==> src/rtl/render_pkg.sv <==
/*
  Shared sizes, APB bundles, register layout and pipeline types for the
  single-layer tile renderer. Imported by every RTL module and by the
  testbench, so the screen format is defined here only.
*/
`default_nettype none

package render_pkg;

  // Display format, 640x480 shown as a doubled 320x240 image
  localparam int h_visible = 640;
  localparam int v_visible = 480;
  localparam int h_total = 800;
  localparam int screen_pos_width = 10;
  localparam int render_width = 320;
  localparam int tile_size = 16;

  // External memories
  localparam int map_addr_width = 10;
  localparam int map_data_width = 16;
  localparam int vram_addr_width = 16;
  localparam int vram_data_width = 16;
  // Palette index on top of the 8-bit pixel
  localparam int pal_addr_width = 12;
  // Red low byte, green, blue high byte
  localparam int pal_data_width = 24;
  localparam int rgb_width = 18;

  // Half select over a 9-bit x
  localparam int line_buf_addr_width = 10;
  // Render x issue to line buffer write
  localparam int render_delay = 4;

  localparam int apb_addr_width = 5;
  localparam int apb_data_width = 16;

  typedef struct packed {
    logic psel;
    logic penable;
    logic pwrite;
    logic [apb_addr_width-1:0] paddr;
    logic [apb_data_width-1:0] pwdata;
  } apb_req_t;

  typedef struct packed {
    logic [apb_data_width-1:0] prdata;
    logic pready;
    logic pslverr;
  } apb_rsp_t;

  // Register word addresses
  localparam logic [apb_addr_width-1:0] reg_ctrl = 5'd0;
  localparam logic [apb_addr_width-1:0] reg_scroll_x = 5'd1;
  localparam logic [apb_addr_width-1:0] reg_scroll_y = 5'd2;
  localparam logic [apb_addr_width-1:0] reg_color_key = 5'd3;
  localparam logic [apb_addr_width-1:0] reg_data_offset = 5'd4;

  // Control word, occupies bits 6:0
  typedef struct packed {
    logic layer_enable;
    logic flip_enable;
    logic transp_enable;
    logic [3:0] pal_index;
  } tile_ctrl_t;

  typedef struct packed {
    tile_ctrl_t ctrl;
    logic [apb_data_width-1:0] scroll_x;
    logic [apb_data_width-1:0] scroll_y;
    logic [apb_data_width-1:0] color_key;
    logic [apb_data_width-1:0] data_offset;
  } tile_regs_t;

  // Tilemap word, either a plain index or flip bits over a short index
  typedef union packed {
    logic [map_data_width-1:0] raw;
    struct packed {
      logic flip_xy;
      logic flip_y;
      logic flip_x;
      logic [12:0] index;
    } flip;
  } map_entry_t;

  typedef struct packed {
    logic active;
    logic [8:0] x;
    logic [7:0] line;
    logic half;
  } render_pos_t;

  typedef struct packed {
    logic valid;
    logic byte_sel;
    logic [line_buf_addr_width-1:0] buf_addr;
  } fetch_out_t;

endpackage

`default_nettype wire

==> src/rtl/pixel_writer.sv <==
/*
  Picks the pixel byte out of the video memory word, forms the palette
  address and writes the palette colour into the line buffer one clock
  later. Pixels matching the colour key are dropped when transparency is on.
*/
`default_nettype none

module pixel_writer (
  input  logic                                        clk,
  input  logic                                        reset,
  input  render_pkg::fetch_out_t                      fetch,
  input  logic [render_pkg::vram_data_width-1:0]      vram_data,
  input  render_pkg::tile_regs_t                      regs,
  output logic [render_pkg::pal_addr_width-1:0]       pal_addr,
  input  logic [render_pkg::pal_data_width-1:0]       pal_data,
  output logic                                        buf_wr,
  output logic [render_pkg::line_buf_addr_width-1:0]  buf_addr,
  output logic [render_pkg::pal_data_width-1:0]       buf_data
);
  import render_pkg::*;

  logic [7:0] pixel;
  logic valid_q;
  logic transp_q;
  logic [line_buf_addr_width-1:0] addr_q;

  assign pixel = fetch.byte_sel ? vram_data[15:8] : vram_data[7:0];
  assign pal_addr = {regs.ctrl.pal_index, pixel};

  always_ff @(posedge clk or posedge reset) begin
    if (reset) begin
      valid_q <= 1'b0;
    end else begin
      valid_q <= fetch.valid;
    end
  end

  // Held for the palette read
  always_ff @(posedge clk) begin
    addr_q <= fetch.buf_addr;
    transp_q <= regs.ctrl.transp_enable && (pixel == regs.color_key[7:0]);
  end

  assign buf_wr = valid_q && !transp_q;
  assign buf_addr = addr_q;
  assign buf_data = pal_data;

endmodule

`default_nettype wire

==> config.mk <==
export PLATFORM = sky130hd
export DESIGN_NAME = pixel_writer
export DESIGN_NICKNAME = d
export VERILOG_FILES = /design/src/rtl/render_pkg.sv /design/src/rtl/pixel_writer.sv
export SDC_FILE = /design/constraint.sdc
export NUM_CORES = 1
export LEC_CHECK = 0
export BUFFER_PORTS_ARGS = -buffer_cell sky130_fd_sc_hd__buf_2
export CORE_AREA = 2 2 66 68
export CTS_CLUSTER_SIZE = 14
export DETAILED_ROUTE_END_ITERATION = 6
export DIE_AREA = 0 0 68 70
export PLACE_DENSITY_LB_ADDON = 0.15
export SKIP_LAST_GASP = 1
export SLEW_MARGIN = 20
export SYNTH_ARGS = -nofsm -noshare
export SYNTH_HDL_FRONTEND = slang
export SYNTH_SLANG_ARGS = --single-unit
export TNS_END_PERCENT = 50
==> constraint.sdc <==
create_clock -name clk -period 1.06 [get_ports clk]
set_input_delay 0.053 -clock clk [delete_from_list [all_inputs] [get_ports clk]]
set_output_delay 0.053 -clock clk [all_outputs]
set_load 0.005 [all_outputs]
==> run_results.csv <==
group,metric,value,unit
outcome,status,"finished, final reports clean",
grt,grt_max_degree,9,
power,leakagePower,0.542,nW
timing,setup_viol,0,
cts,root_buffer,"clkbuf_8",
power,seq_power_share,38.6,%
power,clkPwrFrac,38.3,%
grt,grt_pass1_wl,2.46,mm
setup_path,worst-endpoint-required,1.01,ns
detailed_routing,vias_per_cell,3.55,
grt,met1_usage,6.34,%
setup_path,end_kind,"output port",
detailed_routing,drc,0,
logic_synthesis,ys_warn_count,0,
detailed_routing,wirelength,1.74,mm
detailed_routing,first_pass_iters,1,
power,irDropWorstVdd,0.000261,V
floorplan,pin_count,172,
floorplan,die_h,70,um
final_layout,diodes,0,
power,power_density,1180,nW/um^2
grt,use_met3,5.15,%
hold_path,hp-class,"input pin to flip-flop",
setup_path,setup.worst_path.start,"fetch[10]",
place,dp_hpwl,1.55,mm
cts,cts_sinks,12,
timing,rsz0062_at_grt,"false",
floorplan,core,4140,um^2
floorplan,dieWidth,68,um
place,routabilityCongestion,0.699,
setup_path,crit_arrival,0.91,ns
cts,cts_max_level,1,
final_layout,areaGrowthSynthToFinish,43.6,%
setup_path,cp-start-kind,"input pin",
detailed_routing,post_drt_wl_per_cell,10.7,um
timing,fmaxAchievable,1030,MHz
grt,top_usage_layer,"met2",
grt,grt_overflow,0,
cts,cts_tree,"built",
timing,worst_pin_slew,0.236,ns
setup_path,critPathMaxFanout,8,
flow_run,maxCapViolCount,0,
logic_synthesis,ys_seq_area_share,33.5,%
cts,numCtsBuffers,3,
final_layout,final_area,1050,um^2
grt,antenna_found_initial,0,
final_layout,fin_nets,237,
timing,fin_crit_sh,91.2,%
logic_synthesis,synth_cell_type_count,16,
grt,globalRouteMet2Util,10.7,%
timing,setup_tns,0,ns
logic_synthesis,netlist_area,732,um^2
detailed_routing,ant_nets,0,
place,portBuffers,57,
cts,clock_path_buffers,2,
detailed_routing,vias,578,
logic_synthesis,postSynthRegisterBits,12,
grt,grtUsageTotal,6.77,%
power,p_switching,252,uW
cts,cts.reportedPaths.clkPinSlew,0.05,ns
final_layout,final_util,25.4,%
power,power.internal,990,uW
timing,period_minus_slack,0.966,ns
logic_synthesis,syn_inst,65,
grt,grt_pass1_vias,578,
floorplan,initial_utilization,17.7,%
timing,finalHoldViolCount,0,
setup_path,worst-setup-path-type,"input pin to output port",
floorplan,die-area,4760,um^2
timing,drv_slew,0,
final_layout,fillCellCount,455,
detailed_routing,drt_iter0_markers,0,
logic_synthesis,synth_fp_nets,190,
timing,max_slew_margin,84.2,%
place,place_area,876,um^2
logic_synthesis,syn_area_per_cell,11.3,um^2
power,switching_share,20.3,%
power,combPwrFrac,23.1,%
hold_path,worstHoldStart,"regs[68]",
final_layout,drive_above_1_share,69.4,%
floorplan,rows,24,
[cells by family (layout without fill, tap and decap cells)]
family                    Yosys count  in the layout  share of synthesized area (%)
xor gates and xnor gates            7              7                           13.5
buffers and inverters              31             77                           31.3
DFF                                12             12                           33.5
muxes                               8              8                           15.9
and+or+nand+nor                     7              7                           5.81
[cell type report]
class	count	area [um^2]	share of cell area [%]
Timing Repair Buffer	71	420	40.0
Multi-Input combinational cell	22	258	24.5
Sequential cell	12	245	23.3
Tap cell	52	65.1	6.19
Clock buffer	4	55.1	5.24
Inverter	2	7.51	0.714
[critical path, stage by stage]
cell	delay [ns]
buf_2	0.23
buf_4	0.15
mux2_2	0.34
buf_2	0.14
[final timing paths]
kind                                to  slack (ns)  depth (start not counted)
min in group asynchronous      valid_q        0.19                          3
worst max-delay path       pal_addr[3]        0.09                          4
max in group asynchronous      valid_q        0.78                          3
worst min-delay path          transp_q        0.08                          3
[layout by cell type, fill, tap and decap left out]
| master | instances |
|---|---|
| clkbuf_8 | 4 |
| inv_1 | 2 |
| buf_2 | 57 |
| nor3_2 | 1 |
| nand4_1 | 1 |
| nand2_1 | 1 |
| dfxtp_1 | 11 |
| xnor2_1 | 2 |
| mux2_2 | 1 |
| mux2_4 | 7 |
| dlygate4sd3_1 | 12 |
| buf_4 | 2 |
| nor2_1 | 1 |
| xnor2_2 | 5 |
| nand3b_1 | 1 |
| nor2b_1 | 1 |
| nand3_1 | 1 |
| dfrtp_1 | 1 |
[cells in the mapped netlist, drive strengths merged]
library cell | count | area share (%)
buf | 29 | 30
dfrtp | 1 | 3.4
dfxtp | 11 | 30
inv | 2 | 1.0
mux2 | 8 | 16
nand2 | 1 | 0.51
nand3 | 1 | 0.68
nand3b | 1 | 1.0
nand4 | 1 | 0.86
nor2 | 1 | 0.51
nor2b | 1 | 0.86
nor3 | 1 | 1.4
xnor2 | 7 | 14
[stage by stage]
stage          power, mW  std cells  hold slack, ns  setup slack [ns]
2_1_floorplan      0.700         65          -0.218             0.126
3_3_place_gp       0.745        147          -0.112            -0.111
3_5_place_dp       0.746        147          -0.112            -0.134
4_1_cts             1.26        163          0.0806            0.0820
5_1_grt             1.31        163          0.0871            0.0261
6_report            1.24        163          0.0801            0.0935
[power groups by stage]
stage | combinational, mW | sequential, mW | clock, mW
6_report | 0.287 | 0.480 | 0.475
5_1_grt | 0.316 | 0.481 | 0.510
4_1_cts | 0.293 | 0.479 | 0.492
3_5_place_dp | 0.258 | 0.488 | 0
3_3_place_gp | 0.257 | 0.488 | 0
2_1_floorplan | 0.208 | 0.492 | 0
[state kept, by name, indices dropped and copies added (netlist names)]
signal and count:
buf_addr 10, valid_q 1, transp_q 1
[per-layer routing]
layer / wire [um] / up-vias
met1: 540 / 240
met5: 0 / -
met3: 410 / 8
met2: 758 / 62
met4: 31 / 0
li1: - / 268
[timing repair]
item	4_1_cts	5_1_grt
gates resized for setup	0	0
hold endpoints to repair	12	0
setup buffers	0	0
hold buffers	12	0
endpoints found under the setup margin	0	0
No activity file was read; power rests on OpenSTA's default activity.
