[src/rtl/render_pkg.sv]
/*
  Shared sizes, APB bundles, register layout and pipeline types for the
  single-layer tile renderer. Imported by every RTL module and by the
  testbench, so the screen format is defined here only.
*/
`default_nettype none

package render_pkg;

  // Display format, 640x480 shown as a doubled 320x240 image
  localparam int h_visible = 640;
  localparam int v_visible = 480;
  localparam int h_total = 800;
  localparam int screen_pos_width = 10;
  localparam int render_width = 320;
  localparam int tile_size = 16;

  // External memories
  localparam int map_addr_width = 10;
  localparam int map_data_width = 16;
  localparam int vram_addr_width = 16;
  localparam int vram_data_width = 16;
  // Palette index on top of the 8-bit pixel
  localparam int pal_addr_width = 12;
  // Red low byte, green, blue high byte
  localparam int pal_data_width = 24;
  localparam int rgb_width = 18;

  // Half select over a 9-bit x
  localparam int line_buf_addr_width = 10;
  // Render x issue to line buffer write
  localparam int render_delay = 4;

  localparam int apb_addr_width = 5;
  localparam int apb_data_width = 16;

  typedef struct packed {
    logic psel;
    logic penable;
    logic pwrite;
    logic [apb_addr_width-1:0] paddr;
    logic [apb_data_width-1:0] pwdata;
  } apb_req_t;

  typedef struct packed {
    logic [apb_data_width-1:0] prdata;
    logic pready;
    logic pslverr;
  } apb_rsp_t;

  // Register word addresses
  localparam logic [apb_addr_width-1:0] reg_ctrl = 5'd0;
  localparam logic [apb_addr_width-1:0] reg_scroll_x = 5'd1;
  localparam logic [apb_addr_width-1:0] reg_scroll_y = 5'd2;
  localparam logic [apb_addr_width-1:0] reg_color_key = 5'd3;
  localparam logic [apb_addr_width-1:0] reg_data_offset = 5'd4;

  // Control word, occupies bits 6:0
  typedef struct packed {
    logic layer_enable;
    logic flip_enable;
    logic transp_enable;
    logic [3:0] pal_index;
  } tile_ctrl_t;

  typedef struct packed {
    tile_ctrl_t ctrl;
    logic [apb_data_width-1:0] scroll_x;
    logic [apb_data_width-1:0] scroll_y;
    logic [apb_data_width-1:0] color_key;
    logic [apb_data_width-1:0] data_offset;
  } tile_regs_t;

  // Tilemap word, either a plain index or flip bits over a short index
  typedef union packed {
    logic [map_data_width-1:0] raw;
    struct packed {
      logic flip_xy;
      logic flip_y;
      logic flip_x;
      logic [12:0] index;
    } flip;
  } map_entry_t;

  typedef struct packed {
    logic active;
    logic [8:0] x;
    logic [7:0] line;
    logic half;
  } render_pos_t;

  typedef struct packed {
    logic valid;
    logic byte_sel;
    logic [line_buf_addr_width-1:0] buf_addr;
  } fetch_out_t;

endpackage

`default_nettype wire

[src/rtl/tile_fetch.sv]
/*
  Scroll, tilemap lookup, flip decode and video memory addressing.
  map_addr follows the render position in the same clock, map data comes
  back one clock later, vram_addr is registered after that and the fetch
  bundle lines up with the returning video memory word.
*/
`default_nettype none

module tile_fetch (
  input  logic                                    clk,
  input  logic                                    reset,
  input  render_pkg::render_pos_t                 pos,
  input  render_pkg::tile_regs_t                  regs,
  output logic [render_pkg::map_addr_width-1:0]   map_addr,
  input  logic [render_pkg::map_data_width-1:0]   map_data,
  output logic [render_pkg::vram_addr_width-1:0]  vram_addr,
  output render_pkg::fetch_out_t                  fetch
);
  import render_pkg::*;

  logic [8:0] world_x;
  logic [8:0] world_y;
  logic valid_q1;
  logic [line_buf_addr_width-1:0] buf_addr_q1;
  logic [3:0] tile_x_q;
  logic [3:0] tile_y_q;
  map_entry_t entry;
  logic flip_en;
  logic flip_x;
  logic flip_y;
  logic flip_xy;
  logic [3:0] tile_x_f;
  logic [3:0] tile_y_f;
  logic [map_data_width-1:0] tile_index;
  logic [vram_addr_width-1:0] vram_base;
  fetch_out_t stage2;

  // World coordinates wrap over the 512x512 map
  assign world_x = pos.x + regs.scroll_x[8:0];
  assign world_y = {1'b0, pos.line} + regs.scroll_y[8:0];
  assign map_addr = {5'(world_y / tile_size), 5'(world_x / tile_size)};

  // Flip bits only count when flipping is enabled
  assign entry = map_data;
  assign flip_en = regs.ctrl.flip_enable;
  assign flip_x = flip_en && entry.flip.flip_x;
  assign flip_y = flip_en && entry.flip.flip_y;
  assign flip_xy = flip_en && entry.flip.flip_xy;
  assign tile_index = flip_en ? map_data_width'(entry.flip.index) : entry.raw;

  always_comb begin
    if (flip_xy) begin
      // Transpose, then mirror
      tile_x_f = flip_y ? ~tile_y_q : tile_y_q;
      tile_y_f = flip_x ? ~tile_x_q : tile_x_q;
    end else begin
      tile_x_f = flip_x ? ~tile_x_q : tile_x_q;
      tile_y_f = flip_y ? ~tile_y_q : tile_y_q;
    end
  end

  // Two pixels per word, so x bit 0 picks the byte
  assign vram_base = vram_addr_width'({tile_index, tile_y_f, tile_x_f[3:1]});

  always_ff @(posedge clk or posedge reset) begin
    if (reset) begin
      valid_q1 <= 1'b0;
      buf_addr_q1 <= '0;
      tile_x_q <= '0;
      tile_y_q <= '0;
      vram_addr <= '0;
      stage2 <= '0;
      fetch <= '0;
    end else begin
      valid_q1 <= pos.active;
      buf_addr_q1 <= {pos.half, pos.x};
      tile_x_q <= 4'(world_x % tile_size);
      tile_y_q <= 4'(world_y % tile_size);
      vram_addr <= vram_base + regs.data_offset[15:1];
      stage2.valid <= valid_q1;
      stage2.byte_sel <= tile_x_f[0];
      stage2.buf_addr <= buf_addr_q1;
      fetch <= stage2;
    end
  end

endmodule

`default_nettype wire

[config.mk]
export PLATFORM = sky130hd
export DESIGN_NAME = tile_fetch
export DESIGN_NICKNAME = d
export VERILOG_FILES = /design/src/rtl/render_pkg.sv /design/src/rtl/tile_fetch.sv
export SDC_FILE = /design/constraint.sdc
export NUM_CORES = 1
export LEC_CHECK = 0
export ABC_AREA = 1
export BUFFER_PORTS_ARGS = -buffer_cell sky130_fd_sc_hd__buf_2
export CORE_UTILIZATION = 48
export CTS_CLUSTER_DIAMETER = 80
export DETAILED_ROUTE_END_ITERATION = 6
export GPL_TIMING_DRIVEN = 1
export PLACE_DENSITY = 0.81
export SYNTH_ARGS = -nofsm -noshare
export SYNTH_HDL_FRONTEND = slang
export SYNTH_SLANG_ARGS = --single-unit
export TNS_END_PERCENT = 1
[constraint.sdc]
create_clock -name clk -period 2 [get_ports clk]
set_input_delay 0.2 -clock clk [delete_from_list [all_inputs] [get_ports clk]]
set_output_delay 0.2 -clock clk [all_outputs]
set_load 0.1 [all_outputs]
==> metrics.md <==
| Metric | Value |
|---|---|
| N_diodes | `0` |
| Critical path launch point type | `flop` |
| Total iterations of the first detailed-routing run | `7` |
| Wirelength per Cell | `11.83 um` |
| Post-route setup slack | `0.001624 ns` |
| Number of synthesized flops with an enable pin | `0` |
| Worst Max-Slew Pin Slew | `between 0.4 and 0.5 ns` |
| Core area | `approximately 6500 sq um` |
| Seq/Total Area, Yosys | `0.4523` |
| Final Wtd Congestion | `~0.87` |
| Final Power | `4.814 mW` |
| Post-synthesis cell count | `371` |
| Port Buf Inserts | `approximately 100` |
| Layout cells sized above 1 | `0.2946` |
| Clk buf depth | `2` |
| First-pass GRT wire length | `approximately 12000 um` |
| Hold Vio Cnt, Final | `0` |
| Synth Register Bits | `59` |
| DP Area | `approximately 4000 sq um` |
| CTS tree | `done` |
| Final Max Slew Viols | `0` |
| RSZ-0062 raised after global routing | `true` |
| Die area | `7134 sq um` |
| Minimum setup slack among reg-to-reg paths | `0.002 ns` |
| Cell with the most instances after synthesis | `nand2_1` |
| Initial antenna violation count | `0` |
| Min-delay worst type | `in2reg` |
| Die Ht | `around 84 um` |
| Min Hold Slack | `approximately 0.014 ns` |
| Worst VDD drop | `roughly 640 uV` |
| Met3 WL | `between 200 and 300 um` |
| Clock transition at the registers of the reported paths | `0.06 ns` |
| Post-synthesis mux area share | `0` |
| Synth Area per Inst | `approximately 9 sq um` |
| GRT Util Overall | `0.2056` |
| Pleak | `~2.5 nW` |
| Top Metal Used | `met4` |
| Endpoints failing setup | `0` |
| Syn nets | `514` |
| Vias | `2754` |
| Largest family of logic cells by synthesized area | `simple AND/OR/NAND/NOR gates` |
| Compound-cell area share of the yosys netlist | `0.04829` |
| GRT overflow | `0` |
| Clock latency on the worst-skew pair | `roughly 0.32 ns` |
| Outcome | `finished with violations` |
| Period utilization | `0.9992` |
| Met2 Wirelength | `between 3000 and 4000 um` |
| Slew headroom | `0.6702` |
| Achievable Freq | `approximately 500 MHz` |
| Post-synth top flop | `dfrtp_1` |
| Clock sink total | `between 50 and 60` |
| CTS H-tree lvls | `3` |
| YS warnings | `0` |
| # rows | `29` |
| Yosys top cell area share | `0.4523` |
| Max-cap violations | `0` |
| Drt drc | `4` |
| CTS Buf Count | `9` |
| Dominant cell type by area after synthesis | `dfrtp_1` |
| Simple-Gate Fraction of Synth Area | `0.2039` |
| Pre-CTS setup slack | `-0.1739 ns` |
| I/O pin total | `about 150` |
| Asr flop ratio synth | `1.000` |
| Die Wd | `84.47 um` |
| DR iter-0 viols | `about 140` |
| Vias in the first global route | `2876` |
| Mapped cell area | `~3300 sq um` |
| Required @ worst endpoint | `about 2.2 ns` |
| Post-synthesis adder-cell area fraction | `0.1411` |
| Pwr/cell area | `~1100 nW/um^2` |
| Starting Density | `0.5054` |
| Fin crit period | `1.998 ns` |
| List of most frequent post-synthesis cells | `119 x nand2_1, 59 x dfrtp_1, 49 x inv_1` |
| Number of antenna-violating nets in the routed design | `0` |
| Root Buffer | `clkbuf_8` |
| Layout net count | `approximately 640` |
| Met1 wire length | `around 2700 um` |
| Crit path DAT | `between 2 and 2.5 ns` |
| CP max FO | `3` |
| Yosys cell types | `22` |
| Crit path kind | `reg2reg` |
| Largest net degree at the start of global routing | `42` |
| Type of element capturing the critical path | `flop` |
| Final instance area | `between 4000 and 5000 sq um` |
| Clock Skews | `a little over 0.005 ns` |
| Routed WL | `roughly 7000 um` |
| Main area contributors after synthesis | `dfrtp_1 45%, nand2_1 14%, ha_1 12%` |
| Area delta synth->final | `34.23%` |
| DPL Wire Length | `~5400 um` |
| # placed instances | `roughly 550` |
| Violated checks | `DRC` |
| Post-Synth XOR/XNOR Area | `0.07512` |
| Final cell count without fillers | `around 580` |
| Via density | `approximately 4.8` |
[path summary, 6_finish.rpt]
kind                             startpoint        endpoint  cells past startpoint
max in group asynchronous             reset   vram_addr[14]                      4
worst max-delay path            tile_y_q[1]    vram_addr[8]                     11
worst min-delay path                pos[15]  buf_addr_q1[6]                      1
worst min register to register    stage2[1]        fetch[1]                      0
min in group asynchronous             reset      stage2[11]                      3
worst max register to register  tile_y_q[1]    vram_addr[8]                     11
[layout by cell type, fill, tap and decap left out, types with 2 or more instances in the layout]
master | synthesis | final
a21o_1 | 2 | 2
a21oi_1 | 18 | 18
buf_12 | 0 | 11
buf_2 | 0 | 94
buf_4 | 10 | 9
clkbuf_8 | 0 | 9
clkinv_2 | 0 | 2
clkinvlp_4 | 0 | 2
dfrtp_1 | 59 | 59
dlygate4sd3_1 | 0 | 9
fa_1 | 3 | 2
ha_1 | 32 | 31
inv_1 | 49 | 48
nand2_1 | 119 | 114
nand2_2 | 2 | 7
nand3_1 | 17 | 15
nand3b_1 | 2 | 2
nand4_1 | 3 | 3
nor2_1 | 11 | 11
nor3_2 | 2 | 2
o21ai_0 | 9 | 7
o21ai_1 | 0 | 2
xnor2_1 | 6 | 4
xnor2_2 | 0 | 2
xor2_1 | 22 | 20
xor2_2 | 0 | 2
[logic make-up (layout without fill, tap and decap cells)]
group | after synthesis | in the layout
compound gates | 30 | 30
xor+xnor | 28 | 28
fa+ha+maj | 35 | 35
buf+inv | 59 | 187
flops | 59 | 59
simple gates | 160 | 160
[cell type report]
class                           count  area (sq um)
Timing Repair Buffer              123         848.3
Clock buffer                       10         127.6
Sequential cell                    59          1476
Inverter                           49         183.9
Clock inverter                      5         55.05
Multi-Input combinational cell    253          1594
Fill cell                         483          2077
Tap cell                           77         96.34
[registers in the layout, summed over array words and instances (netlist names)]
signal,flops
fetch,12
tile_x_q,4
tile_y_q,4
vram_addr,16
stage2,12
buf_addr_q1,10
valid_q1,1
[routing by layer]
metal / global-route usage / vias to the layer above
li1: - / 1404
met1: 0.2248 / 1257
met2: 0.3823 / 73
met3: 0.03441 / 20
met4: 0.1079 / 0
met5: 0 / -
[per-stage QoR]
step | TNS (ns) | utilization
final | 0 | 0.6784
after global routing | -0.6563 | 0.6784
after CTS | 0 | 0.6680
after detailed placement | -0.9458 | 0.6250
after global placement | -0.2661 | 0.6250
after floorplan | 0 | -
[power breakdown]
group          internal [mW]  switching (mW)  total (mW)  leakage [nW]
registers               1.36          0.0495        1.41         0.690
clock network          0.563           0.436        1.00        0.0881
logic                  0.611            1.79        2.40          1.68
total                   2.54            2.28        4.81          2.46
[repair_timing]
| action | 4_1_cts | 5_1_grt |
|---|---|---|
| pin swaps | 0 | 8 |
| endpoints found under the hold margin | 26 | 0 |
| cloned | 0 | 0 |
| hold buffers | 9 | 0 |
| endpoints found under the setup margin | 3 | 12 |
| gates resized for setup | 2 | 14 |
| setup buffers | 0 | 1 |
[worst max-delay path: stages, from the launching register on]
cell     delay, ns
dfrtp_1       0.40
xnor2_2       0.15
nand2_1       0.08
o21ai_1       0.07
ha_2          0.21
fa_2          0.40
nand2_2       0.07
nand2_2       0.06
and2_4        0.16
nand2_1       0.06
nand2_1       0.07
xor2_1        0.15
No activity file was read; power rests on OpenSTA's default activity.
