===== src/rtl/render_pkg.sv =====
/*
  Shared sizes, APB bundles, register layout and pipeline types for the
  single-layer tile renderer. Imported by every RTL module and by the
  testbench, so the screen format is defined here only.
*/
`default_nettype none

package render_pkg;

  // Display format, 640x480 shown as a doubled 320x240 image
  localparam int h_visible = 640;
  localparam int v_visible = 480;
  localparam int h_total = 800;
  localparam int screen_pos_width = 10;
  localparam int render_width = 320;
  localparam int tile_size = 16;

  // External memories
  localparam int map_addr_width = 10;
  localparam int map_data_width = 16;
  localparam int vram_addr_width = 16;
  localparam int vram_data_width = 16;
  // Palette index on top of the 8-bit pixel
  localparam int pal_addr_width = 12;
  // Red low byte, green, blue high byte
  localparam int pal_data_width = 24;
  localparam int rgb_width = 18;

  // Half select over a 9-bit x
  localparam int line_buf_addr_width = 10;
  // Render x issue to line buffer write
  localparam int render_delay = 4;

  localparam int apb_addr_width = 5;
  localparam int apb_data_width = 16;

  typedef struct packed {
    logic psel;
    logic penable;
    logic pwrite;
    logic [apb_addr_width-1:0] paddr;
    logic [apb_data_width-1:0] pwdata;
  } apb_req_t;

  typedef struct packed {
    logic [apb_data_width-1:0] prdata;
    logic pready;
    logic pslverr;
  } apb_rsp_t;

  // Register word addresses
  localparam logic [apb_addr_width-1:0] reg_ctrl = 5'd0;
  localparam logic [apb_addr_width-1:0] reg_scroll_x = 5'd1;
  localparam logic [apb_addr_width-1:0] reg_scroll_y = 5'd2;
  localparam logic [apb_addr_width-1:0] reg_color_key = 5'd3;
  localparam logic [apb_addr_width-1:0] reg_data_offset = 5'd4;

  // Control word, occupies bits 6:0
  typedef struct packed {
    logic layer_enable;
    logic flip_enable;
    logic transp_enable;
    logic [3:0] pal_index;
  } tile_ctrl_t;

  typedef struct packed {
    tile_ctrl_t ctrl;
    logic [apb_data_width-1:0] scroll_x;
    logic [apb_data_width-1:0] scroll_y;
    logic [apb_data_width-1:0] color_key;
    logic [apb_data_width-1:0] data_offset;
  } tile_regs_t;

  // Tilemap word, either a plain index or flip bits over a short index
  typedef union packed {
    logic [map_data_width-1:0] raw;
    struct packed {
      logic flip_xy;
      logic flip_y;
      logic flip_x;
      logic [12:0] index;
    } flip;
  } map_entry_t;

  typedef struct packed {
    logic active;
    logic [8:0] x;
    logic [7:0] line;
    logic half;
  } render_pos_t;

  typedef struct packed {
    logic valid;
    logic byte_sel;
    logic [line_buf_addr_width-1:0] buf_addr;
  } fetch_out_t;

endpackage

`default_nettype wire


===== src/rtl/tile_regs.sv =====
/*
  APB slave for the tile layer registers. Five words at addresses 0 to 4,
  zero wait states. Anything above word 4 answers with pslverr and zero data
  and leaves the registers untouched.
*/
`default_nettype none

module tile_regs (
  input  logic                   clk,
  input  logic                   reset,
  input  render_pkg::apb_req_t   apb_req,
  output render_pkg::apb_rsp_t   apb_rsp,
  output render_pkg::tile_regs_t regs
);
  import render_pkg::*;

  logic addr_ok;
  logic access;
  logic [apb_data_width-1:0] rd_data;

  assign addr_ok = apb_req.paddr <= reg_data_offset;
  assign access = apb_req.psel && apb_req.penable;

  always_ff @(posedge clk or posedge reset) begin
    if (reset) begin
      regs <= '0;
    end else if (access && apb_req.pwrite && addr_ok) begin
      case (apb_req.paddr)
        reg_ctrl:        regs.ctrl <= tile_ctrl_t'(apb_req.pwdata[6:0]);
        reg_scroll_x:    regs.scroll_x <= apb_req.pwdata;
        reg_scroll_y:    regs.scroll_y <= apb_req.pwdata;
        reg_color_key:   regs.color_key <= apb_req.pwdata;
        default:         regs.data_offset <= apb_req.pwdata;
      endcase
    end
  end

  always_comb begin
    rd_data = '0;
    case (apb_req.paddr)
      reg_ctrl:        rd_data = {9'd0, regs.ctrl};
      reg_scroll_x:    rd_data = regs.scroll_x;
      reg_scroll_y:    rd_data = regs.scroll_y;
      reg_color_key:   rd_data = regs.color_key;
      reg_data_offset: rd_data = regs.data_offset;
      default:         rd_data = '0;
    endcase
  end

  // Read data only while a read is selected
  assign apb_rsp.prdata = (apb_req.psel && !apb_req.pwrite) ? rd_data : '0;
  assign apb_rsp.pready = 1'b1;
  assign apb_rsp.pslverr = access && !addr_ok;

  // Access phase must follow a setup phase
  penable_after_setup: assert property (
    @(posedge clk) disable iff (reset)
    apb_req.penable |-> apb_req.psel && $past(apb_req.psel)
  );

endmodule

`default_nettype wire


===== config.mk =====
export PLATFORM = sky130hd
export DESIGN_NAME = tile_regs
export DESIGN_NICKNAME = d
export VERILOG_FILES = /design/src/rtl/render_pkg.sv /design/src/rtl/tile_regs.sv
export SDC_FILE = /design/constraint.sdc
export NUM_CORES = 1
export LEC_CHECK = 0
export ABC_AREA = 1
export BUFFER_PORTS_ARGS = -buffer_cell sky130_fd_sc_hd__buf_2
export CORE_MARGIN = 4
export CORE_UTILIZATION = 55
export CTS_CLUSTER_SIZE = 20
export DETAILED_ROUTE_END_ITERATION = 16
export PLACE_DENSITY = 0.94
export SYNTH_ARGS = -nofsm -noshare
export SYNTH_HDL_FRONTEND = slang
export SYNTH_SLANG_ARGS = --single-unit

===== constraint.sdc =====
create_clock -name clk -period 6.19 [get_ports clk]
set_input_delay 1.238 -clock clk [delete_from_list [all_inputs] [get_ports clk]]
set_output_delay 1.238 -clock clk [all_outputs]
set_load 0.03 [all_outputs]

==> results.toml, run 1 <==
[cells_and_area]
syn_to_final_growth_pct = 19.7
largestRegisters = "regs x71"
top_register = "regs"
diodes = 0
drive_above_1_share = 0.344
fin_cells = 603
largest_reg_flops = 71
nets = 547
design_area_um2 = 4260
finalCoreUtilization = 0.674
fillers = 561

[global_route]
grt_pass1_vias = 3087
grt_pass1_wl_um = 15600
antenna_found_initial = 0
grt_overflow_total = 0
track_usage = 0.264
grt_max_degree = 72

[clock_network]
cts_root_buf = "clkbuf_8"
cts_num_sinks = 71
cts_tree = "built"
path_clk_slew_ns = 0.07
cts_buffers = 9
cts-resized-gates = 0
clk_path_buf_depth = 2
clk_latency_ns = 0.33
cts.htree.levels = 3
cts_hold_buf = 0
cts_setup_buffers = 0

[critical_path]
worstPathCellList = "buf_2 -> nor2_4 -> nand2_4 -> nor2_4 -> nand2_1 -> nand2_1 -> nor2_1 -> nor2_1 -> buf_2"
arrival_ns = 2.85
r2r_setup_slack_ns = 5.46
worstPathRequired_ns = 4.95
r2r_end = "regs[69]"
cp_max_fo = 17
end_kind = "output pin"
critPathKind = "in2out"
rr_startpoint = "regs[69]"
crit_family = "simple AND/OR/NAND/NOR gates"
max_stage_delay_ns = 0.39
startpoint_type = "input port"
ff2ff_path_depth = 2
crit_buf_inv = 2
cp_slowest_cell = "nor2_4"

[placed_design]
post-place-cells = 587
dp_hpwl_um = 7130
gp_congestion = 0.919
port_buffers = 113
dpl_cell_area_um2 = 4060

[power]
switching_share = 0.324
intPower_w = 0.000753
ir_drop_uv = 164
p_per_area_nw_per_um2 = 262
pwr-share-comb = 0.193
p_leak_nw = 2.37
pwr-share-seq = 0.479
clockPowerShare = 0.328
power.switching_w = 0.000362

[sta]
clock-skew-final_ns = 0
fmax_mhz = 244
slew_headroom = 0.410
period_minus_slack_ns = 4.09
finalHoldViolCount = 0
setup_tns_ns = 0
tightestPinTransition_ns = 0.884
period_share = 0.661
grt_setup_unrepaired = "false"
drv_slew = 0
hold_ws_ns = 0.506
setup_viol = 0

[worst_hold_path]
holdPathStages = 2
worstHoldStart = "regs[20]"
hold_path_class = "reg2reg"
whs_endpoint = "regs[20]"

[floorplanning]
dieArea_um2 = 7820
core-area_um2 = 6310
rows = 29
ios = 115
start_util = 0.563
fp.dieH_um = 88.4
die_w_um = 88.4

[routing]
ant_nets = 0
vias = 3292
viasPerCell = 5.46
drtPass1Iterations = 5
drtIter0Drc = 233
routed_wl_um = 9750
wl_per_cell_um = 16.2
post-route-drc-count = 0

[logic_synthesis]
synth_seq_cells = 71
synthCells = 419
synth_warnings = 0
syn-num-nets = 445
synth_cell_types = 20
ys_seq_area_frac = 0.500
syn_area_um2 = 3560
syn_avg_cell_area_um2 = 8.49

[flow_run]
drv_cap = 0

[outcome]
outcome = "finished clean"
[worst max path at each step]
stage | slack [ns] | from | cells after the start | to
6_report | 2.10 | apb_req[20] | 9 | apb_rsp[7]
5_1_grt | 1.92 | apb_req[20] | 9 | apb_rsp[7]
4_1_cts | 2.12 | apb_req[20] | 9 | apb_rsp[6]
3_5_place_dp | 2.13 | apb_req[20] | 9 | apb_rsp[6]
3_3_place_gp | 2.19 | apb_req[20] | 9 | apb_rsp[7]
2_1_floorplan | 2.53 | apb_req[20] | 8 | apb_rsp[10]
[cell usage in the layout (no fill, tap or decap), types with 3 or more instances in the layout]
cell      synthesis  layout
inv_2             5       6
clkbuf_8          0      10
buf_2             8     113
nand2_1         132     132
nand4_1          15      15
nand3_1          34      34
nor2_4            6       6
o21ai_1          35      35
o21ai_2          32      32
nor2_1           34      34
inv_1            20      19
o21ai_0           4       4
clkinv_2          0       3
dfrtp_1          71      71
[metal layers]
layer,GRT usage,part of all wire,up-vias
met5,0,0,-
met1,0.339,0.39,1545
met3,0.0605,0.099,17
met4,0.104,0.026,0
met2,0.434,0.49,167
li1,-,-,1563
[cell families after synthesis]
family,count (synthesis),share of synthesized area
AND/OR/NAND/NOR,227,0.290
buffers and inverters,49,0.0753
flip-flops,71,0.500
AO/OA/AOI/OAI,71,0.134
other,1,0.00105
[cell type report]
type | instances | area [um^2] | area share
timing repair buffer | 114 | 573 | 0.135
inverter | 26 | 100 | 0.0235
clock inverter | 6 | 60.1 | 0.0141
clock buffer | 10 | 138 | 0.0323
tap | 77 | 96.3 | 0.0226
sequential | 71 | 1780 | 0.418
multi-input combinational | 299 | 1510 | 0.355
[through the flow]
step | setup slack [ns] | power (W)
floorplan | 2.53 | 0.000683
global placement | 2.19 | 0.000752
detailed placement | 2.13 | 0.000758
CTS | 2.12 | 0.00112
global route | 1.92 | 0.00117
finish | 2.10 | 0.00111
[synthesized netlist by cell type]
| library cell | number | area share |
|---|---|---|
| conb_1 | 1 | 0.0011 |
| inv_2 | 5 | 0.0053 |
| nand3_4 | 2 | 0.0099 |
| nor2_4 | 6 | 0.019 |
| o21ai_2 | 32 | 0.079 |
| buf_6 | 8 | 0.025 |
| nand3_1 | 34 | 0.048 |
| o21ai_0 | 4 | 0.0056 |
| nand3_2 | 2 | 0.0056 |
| buf_2 | 8 | 0.011 |
| dfrtp_1 | 71 | 0.50 |
| nand2_1 | 132 | 0.14 |
| nor2_1 | 34 | 0.036 |
| o21ai_1 | 35 | 0.049 |
| inv_4 | 1 | 0.0018 |
| buf_4 | 3 | 0.0063 |
| nand2_4 | 2 | 0.0063 |
| nand4_1 | 15 | 0.026 |
| clkbuf_1 | 4 | 0.0042 |
| inv_1 | 20 | 0.021 |
[tightest hold or removal path, cell delays in order (launching register included)]
cell     delay (ns)
dfrtp_1        0.36
nand2_1        0.07
o21ai_2        0.05
[power by group through the flow]
stage | Clock (W) | Sequential [W] | Combinational (W)
2_1_floorplan | 0 | 0.000610 | 0.0000734
4_1_cts | 0.000374 | 0.000532 | 0.000217
3_5_place_dp | 0 | 0.000541 | 0.000217
5_1_grt | 0.000398 | 0.000538 | 0.000232
3_3_place_gp | 0 | 0.000539 | 0.000212
6_report | 0.000365 | 0.000534 | 0.000215
Power figures use the tool's default switching activity.
==> inputs of run 2 (changes only) <==
Settings changed: CORE_UTILIZATION 55 to 46, PLACE_DENSITY 0.94 to 0.84.
Clock period 6.19 ns to 3.3 ns, I/O delays scaled along.
==> run 2 against run 1 <==
Non-clock buffer count grew 4. Critical path depth stayed put. Register-to-register slack got worse by 2.9 ns. Critical endpoint is now apb_rsp[10]. Worst hold slack lost 0.049 ns. Setup slack got worse by 1.6 ns. Via count rose by 2.7%. Global-route usage down 3.1 points. Highest routed layer unchanged. Largest power group unchanged. Cell area grew 2.5%. Final cell count up 4.3%. Core utilization shrank 8.2 points. Critical path type unchanged.
==> results.toml, run 2 (synthesis gave the netlist of run 1 again) <==
[global_route]
grt_pass1_wl_um = 16200
track_usage = 0.233
antenna_found_initial = 0
grt_overflow_total = 0
grt_max_degree = 38
grt_pass1_vias = 3244

[placed_design]
gp_congestion = 0.947
dp_hpwl_um = 7620
port_buffers = 113

[worst_hold_path]
hold_path_class = "in2async"

[sta]
drv_slew = 0
period_minus_slack_ns = 2.85
setup_viol = 0
period_share = 0.863
fmax_mhz = 351
slew_headroom = 0.481
setup_tns_ns = 0
tightestPinTransition_ns = 0.777
finalHoldViolCount = 0
clock-skew-final_ns = 0
grt_setup_unrepaired = "false"

[critical_path]
r2r_end = "regs[70]"
r2r_setup_slack_ns = 2.53
arrival_ns = 2.19
worstPathCellList = "buf_2 -> inv_2 -> nand2_4 -> nor2_4 -> nand2_1 -> nand2_1 -> nor2_1 -> nor2_1 -> buf_2"
rr_startpoint = "regs[70]"
worstPathRequired_ns = 2.64
critPathKind = "in2out"
cp_slowest_cell = "nor2_4"
end_kind = "output pin"
crit_family = "simple AND/OR/NAND/NOR gates"
max_stage_delay_ns = 0.41
startpoint_type = "input port"
cp_max_fo = 17
crit_buf_inv = 3
ff2ff_path_depth = 2

[flow_run]
drv_cap = 0

[routing]
wl_per_cell_um = 16.2
viasPerCell = 5.37
post-route-drc-count = 0
routed_wl_um = 10200
drtPass1Iterations = 4
drtIter0Drc = 197
ant_nets = 0
vias = 3380

[clock_network]
cts_setup_buffers = 0
cts_buffers = 9
path_clk_slew_ns = 0.07
cts_tree = "built"
cts_num_sinks = 71
cts-resized-gates = 0
cts.htree.levels = 3
clk_latency_ns = 0.34
clk_path_buf_depth = 2
cts_root_buf = "clkbuf_8"
cts_hold_buf = 0

[power]
totalPowerFinal_w = 0.00226
pwr-share-comb = 0.180
p_per_area_nw_per_um2 = 518
pwr-share-seq = 0.443
power.switching_w = 0.000691
ir_drop_uv = 271
intPower_w = 0.00157
switching_share = 0.306
p_leak_nw = 2.41
clockPowerShare = 0.376

[floorplanning]
core-area_um2 = 7370
rows = 31
start_util = 0.483
dieArea_um2 = 9200
ios = 115
die_w_um = 95.9
fp.dieH_um = 95.9

[cells_and_area]
layout_commonest_cell = "nand2_1"
fillers = 655
largestRegisters = "regs x71"
drive_above_1_share = 0.349
layout_common_cells = "nand2_1 (132), buf_2 (113), dfrtp_1 (71)"
syn_to_final_growth_pct = 22.6
nets = 551
top_register = "regs"
diodes = 0
largest_reg_flops = 71

[outcome]
outcome = "finished clean"
[run 2: changes by cell type in the layout (fill, tap and decap cells not counted), sizes merged]
| cell | previous run | this run |
|---|---|---|
| clkinv | 3 | 2 |
| clkinvlp | 2 | 1 |
| buf | 114 | 118 |
| bufinv | 1 | 3 |
[run 2: per-layer routing]
layer | GRT usage | vias to the layer above | part of all wire
li1 | - | 1574 | -
met1 | 0.294 | 1589 | 0.40
met2 | 0.389 | 190 | 0.48
met3 | 0.0453 | 27 | 0.093
met4 | 0.102 | 0 | 0.030
met5 | 0 | - | 0
[run 2: worst max path at each step]
stage / from / endpoint / slack, ns / cells after the start
after detailed placement: apb_req[18] / apb_rsp[10] / 0.52 / 9
after CTS: apb_req[18] / apb_rsp[8] / 0.49 / 9
after global placement: apb_req[18] / apb_rsp[6] / 0.53 / 9
after global routing: apb_req[18] / apb_rsp[8] / 0.34 / 9
final: apb_req[18] / apb_rsp[10] / 0.45 / 9
after floorplan: apb_req[20] / apb_rsp[10] / 0.80 / 8
[run 2: per-stage QoR]
step                      cell area [um^2]  setup slack [ns]  hold slack, ns  utilization  std cells
final                                 4360             0.451           0.458        0.592        629
after global routing                  4360             0.342           0.520        0.592        629
after CTS                             4360             0.493           0.480        0.592        629
after detailed placement              4120             0.521           0.493        0.558        613
after global placement                4120             0.533           0.486        0.558        613
after floorplan                       3560             0.799           0.674            -        419
[run 2: layout make-up]
type | instances | area, um^2 | area share
Clock inverter | 6 | 108 | 0.0247
Timing Repair Buffer | 118 | 603 | 0.138
Inverter | 26 | 100 | 0.0230
Multi-Input combinational cell | 299 | 1510 | 0.347
Sequential cell | 71 | 1780 | 0.407
Clock buffer | 10 | 138 | 0.0316
Tap cell | 99 | 124 | 0.0284
[run 2: worst reg2reg max path, cell delays in order, from the launching register on]
cell and delay [ns]:
dfrtp_1 0.43, nand2_1 0.10, o21ai_0 0.11
[run 2: power by group through the flow]
| stage | Clock (W) | Combinational [W] | Sequential, W |
|---|---|---|---|
| 2_1_floorplan | 0 | 0.000138 | 0.00114 |
| 4_1_cts | 0.000857 | 0.000412 | 0.00100 |
| 3_3_place_gp | 0 | 0.000402 | 0.00101 |
| 3_5_place_dp | 0 | 0.000412 | 0.00102 |
| 5_1_grt | 0.000895 | 0.000441 | 0.00101 |
| 6_report | 0.000850 | 0.000407 | 0.00100 |
==> inputs of run 3 (changes only) <==
Settings changed: CORE_UTILIZATION 46 to 40, PLACE_DENSITY 0.84 to 0.76.
==> run 3 against run 2 <==
Clock-buffer cell count unchanged. Critical endpoint is now apb_rsp[7]. Non-clock buffer count increased by 1. Combinational power about the same. Sequential share of layout area increased by 0.46 points. Global-route usage decreased by 2.7 points. Via count shrank 3.2%. Sequential power about the same. Critical path depth did not move. Cell area decreased by 1.1%.
==> results.toml, run 3 (synthesis gave the netlist of run 1 again) <==
[outcome]
outcome = "finished clean"

[floorplanning]
ios = 115
start_util = 0.410
fp.dieH_um = 102
rows = 34
die_w_um = 102
dieArea_um2 = 10500
core-area_um2 = 8680

[cells_and_area]
diodes = 0
largestRegisters = "regs x71"
multi_input_area_um2 = 1510
syn_to_final_growth_pct = 21.3
drive_above_1_share = 0.347
seqCellArea_um2 = 1780
largest_reg_flops = 71
top_register = "regs"
fillers = 854
nets = 552
fin_cells = 638
layout_common_cells = "nand2_1 (132), buf_2 (113), dfrtp_1 (71)"
layout_commonest_cell = "nand2_1"

[power]
ir_drop_uv = 228
switching_share = 0.329
power.switching_w = 0.000682
intPower_w = 0.00139
pwr-share-seq = 0.484
p_leak_nw = 2.39
clockPowerShare = 0.319
p_per_area_nw_per_um2 = 480
pwr-share-comb = 0.197

[global_route]
grt_pass1_wl_um = 16400
grt_max_degree = 33
grt_pass1_vias = 3139
track_usage = 0.205
antenna_found_initial = 0
grt_overflow_total = 0

[critical_path]
critPathKind = "in2out"
crit_start = "apb_req[18]"
ff2ff_path_depth = 2
cp_slowest_cell = "nor2_4"
worstPathCellList = "buf_2 -> inv_2 -> nand2_4 -> nor2_4 -> nand2_1 -> nand2_1 -> nor2_1 -> nor2_1 -> buf_2"
startpoint_type = "input port"
crit_buf_inv = 3
r2r_setup_slack_ns = 2.58
end_kind = "output pin"
rr_startpoint = "regs[69]"
worstPathRequired_ns = 2.64
crit_family = "simple AND/OR/NAND/NOR gates"
cp_max_fo = 17
arrival_ns = 2.14
max_stage_delay_ns = 0.38
cp-endpoint = "apb_rsp[7]"
cp.depth = 9
r2r_end = "regs[69]"

[routing]
post-route-drc-count = 0
routed_wl_um = 10500
drtIter0Drc = 192
vias = 3273
ant_nets = 0
wl_per_cell_um = 16.4
drtPass1Iterations = 5
viasPerCell = 5.13

[clock_network]
cts-resized-gates = 0
clk_path_buf_depth = 2
cts.htree.levels = 3
cts_num_sinks = 71
cts_buffers = 9
cts_setup_buffers = 0
cts_tree = "built"
cts_hold_buf = 0
path_clk_slew_ns = 0.07
clk_latency_ns = 0.34
cts_root_buf = "clkbuf_8"

[placed_design]
gp_congestion = 0.888
port_buffers = 113
dp_hpwl_um = 7820
post-place-cells = 623

[sta]
slew_headroom = 0.594
setup_viol = 0
grt_setup_unrepaired = "false"
drv_slew = 0
clock-skew-final_ns = 0
period_minus_slack_ns = 2.80
finalHoldViolCount = 0
setup_tns_ns = 0
fmax_mhz = 357
tightestPinTransition_ns = 0.608
period_share = 0.850

[worst_hold_path]
hold_path_class = "in2async"

[flow_run]
drv_cap = 0
-- run 3: cell count changes in the layout (fill, tap and decap cells not counted) --
cell / previous run / this run
bufinv_16: 3 / 1
buf_4: 5 / 6
clkbuf_1: 0 / 1
clkinvlp_4: 1 / 0
clkinv_2: 2 / 4
clkbuf_8: 10 / 9
-- run 3: power by group through the flow --
stage	combinational [W]	clock, W	sequential (W)
finish	0.000408	0.000661	0.00100
global route	0.000441	0.000713	0.00101
CTS	0.000413	0.000682	0.00100
detailed placement	0.000413	0	0.00102
global placement	0.000404	0	0.00101
floorplan	0.000138	0	0.00114
-- run 3: worst min-delay path by stage --
stage | startpoint | end | slack, ns | depth (start not counted)
5_1_grt | reset | regs[14] | 0.40 | 2
4_1_cts | reset | regs[14] | 0.37 | 2
6_report | reset | regs[18] | 0.37 | 2
3_5_place_dp | regs[23] | regs[23] | 0.49 | 2
3_3_place_gp | regs[23] | regs[23] | 0.49 | 2
2_1_floorplan | regs[64] | regs[64] | 0.67 | 2
-- run 3: per-layer routing --
layer / GRT usage / routed length, um
met1: 0.269 / 4190
met2: 0.336 / 5090
met3: 0.0505 / 998
met4: 0.0636 / 189
met5: 0 / 0
-- run 3: cell type report --
type	instances	area share
clock buffers	10	0.0296
clock inverters	5	0.0116
inverters	26	0.0232
multi-input cells	299	0.351
flip-flops and latches	71	0.412
well taps	108	0.0313
repair buffers	119	0.142
-- run 3: stage by stage --
step	hold slack (ns)	instance area (um^2)	setup WS (ns)	total power, W	utilization
floorplan	0.674	3560	0.799	0.00128	-
global placement	0.487	4130	0.506	0.00142	0.476
detailed placement	0.491	4130	0.520	0.00143	0.476
CTS	0.367	4310	0.514	0.00210	0.497
global route	0.400	4310	0.353	0.00216	0.497
finish	0.370	4310	0.496	0.00207	0.497
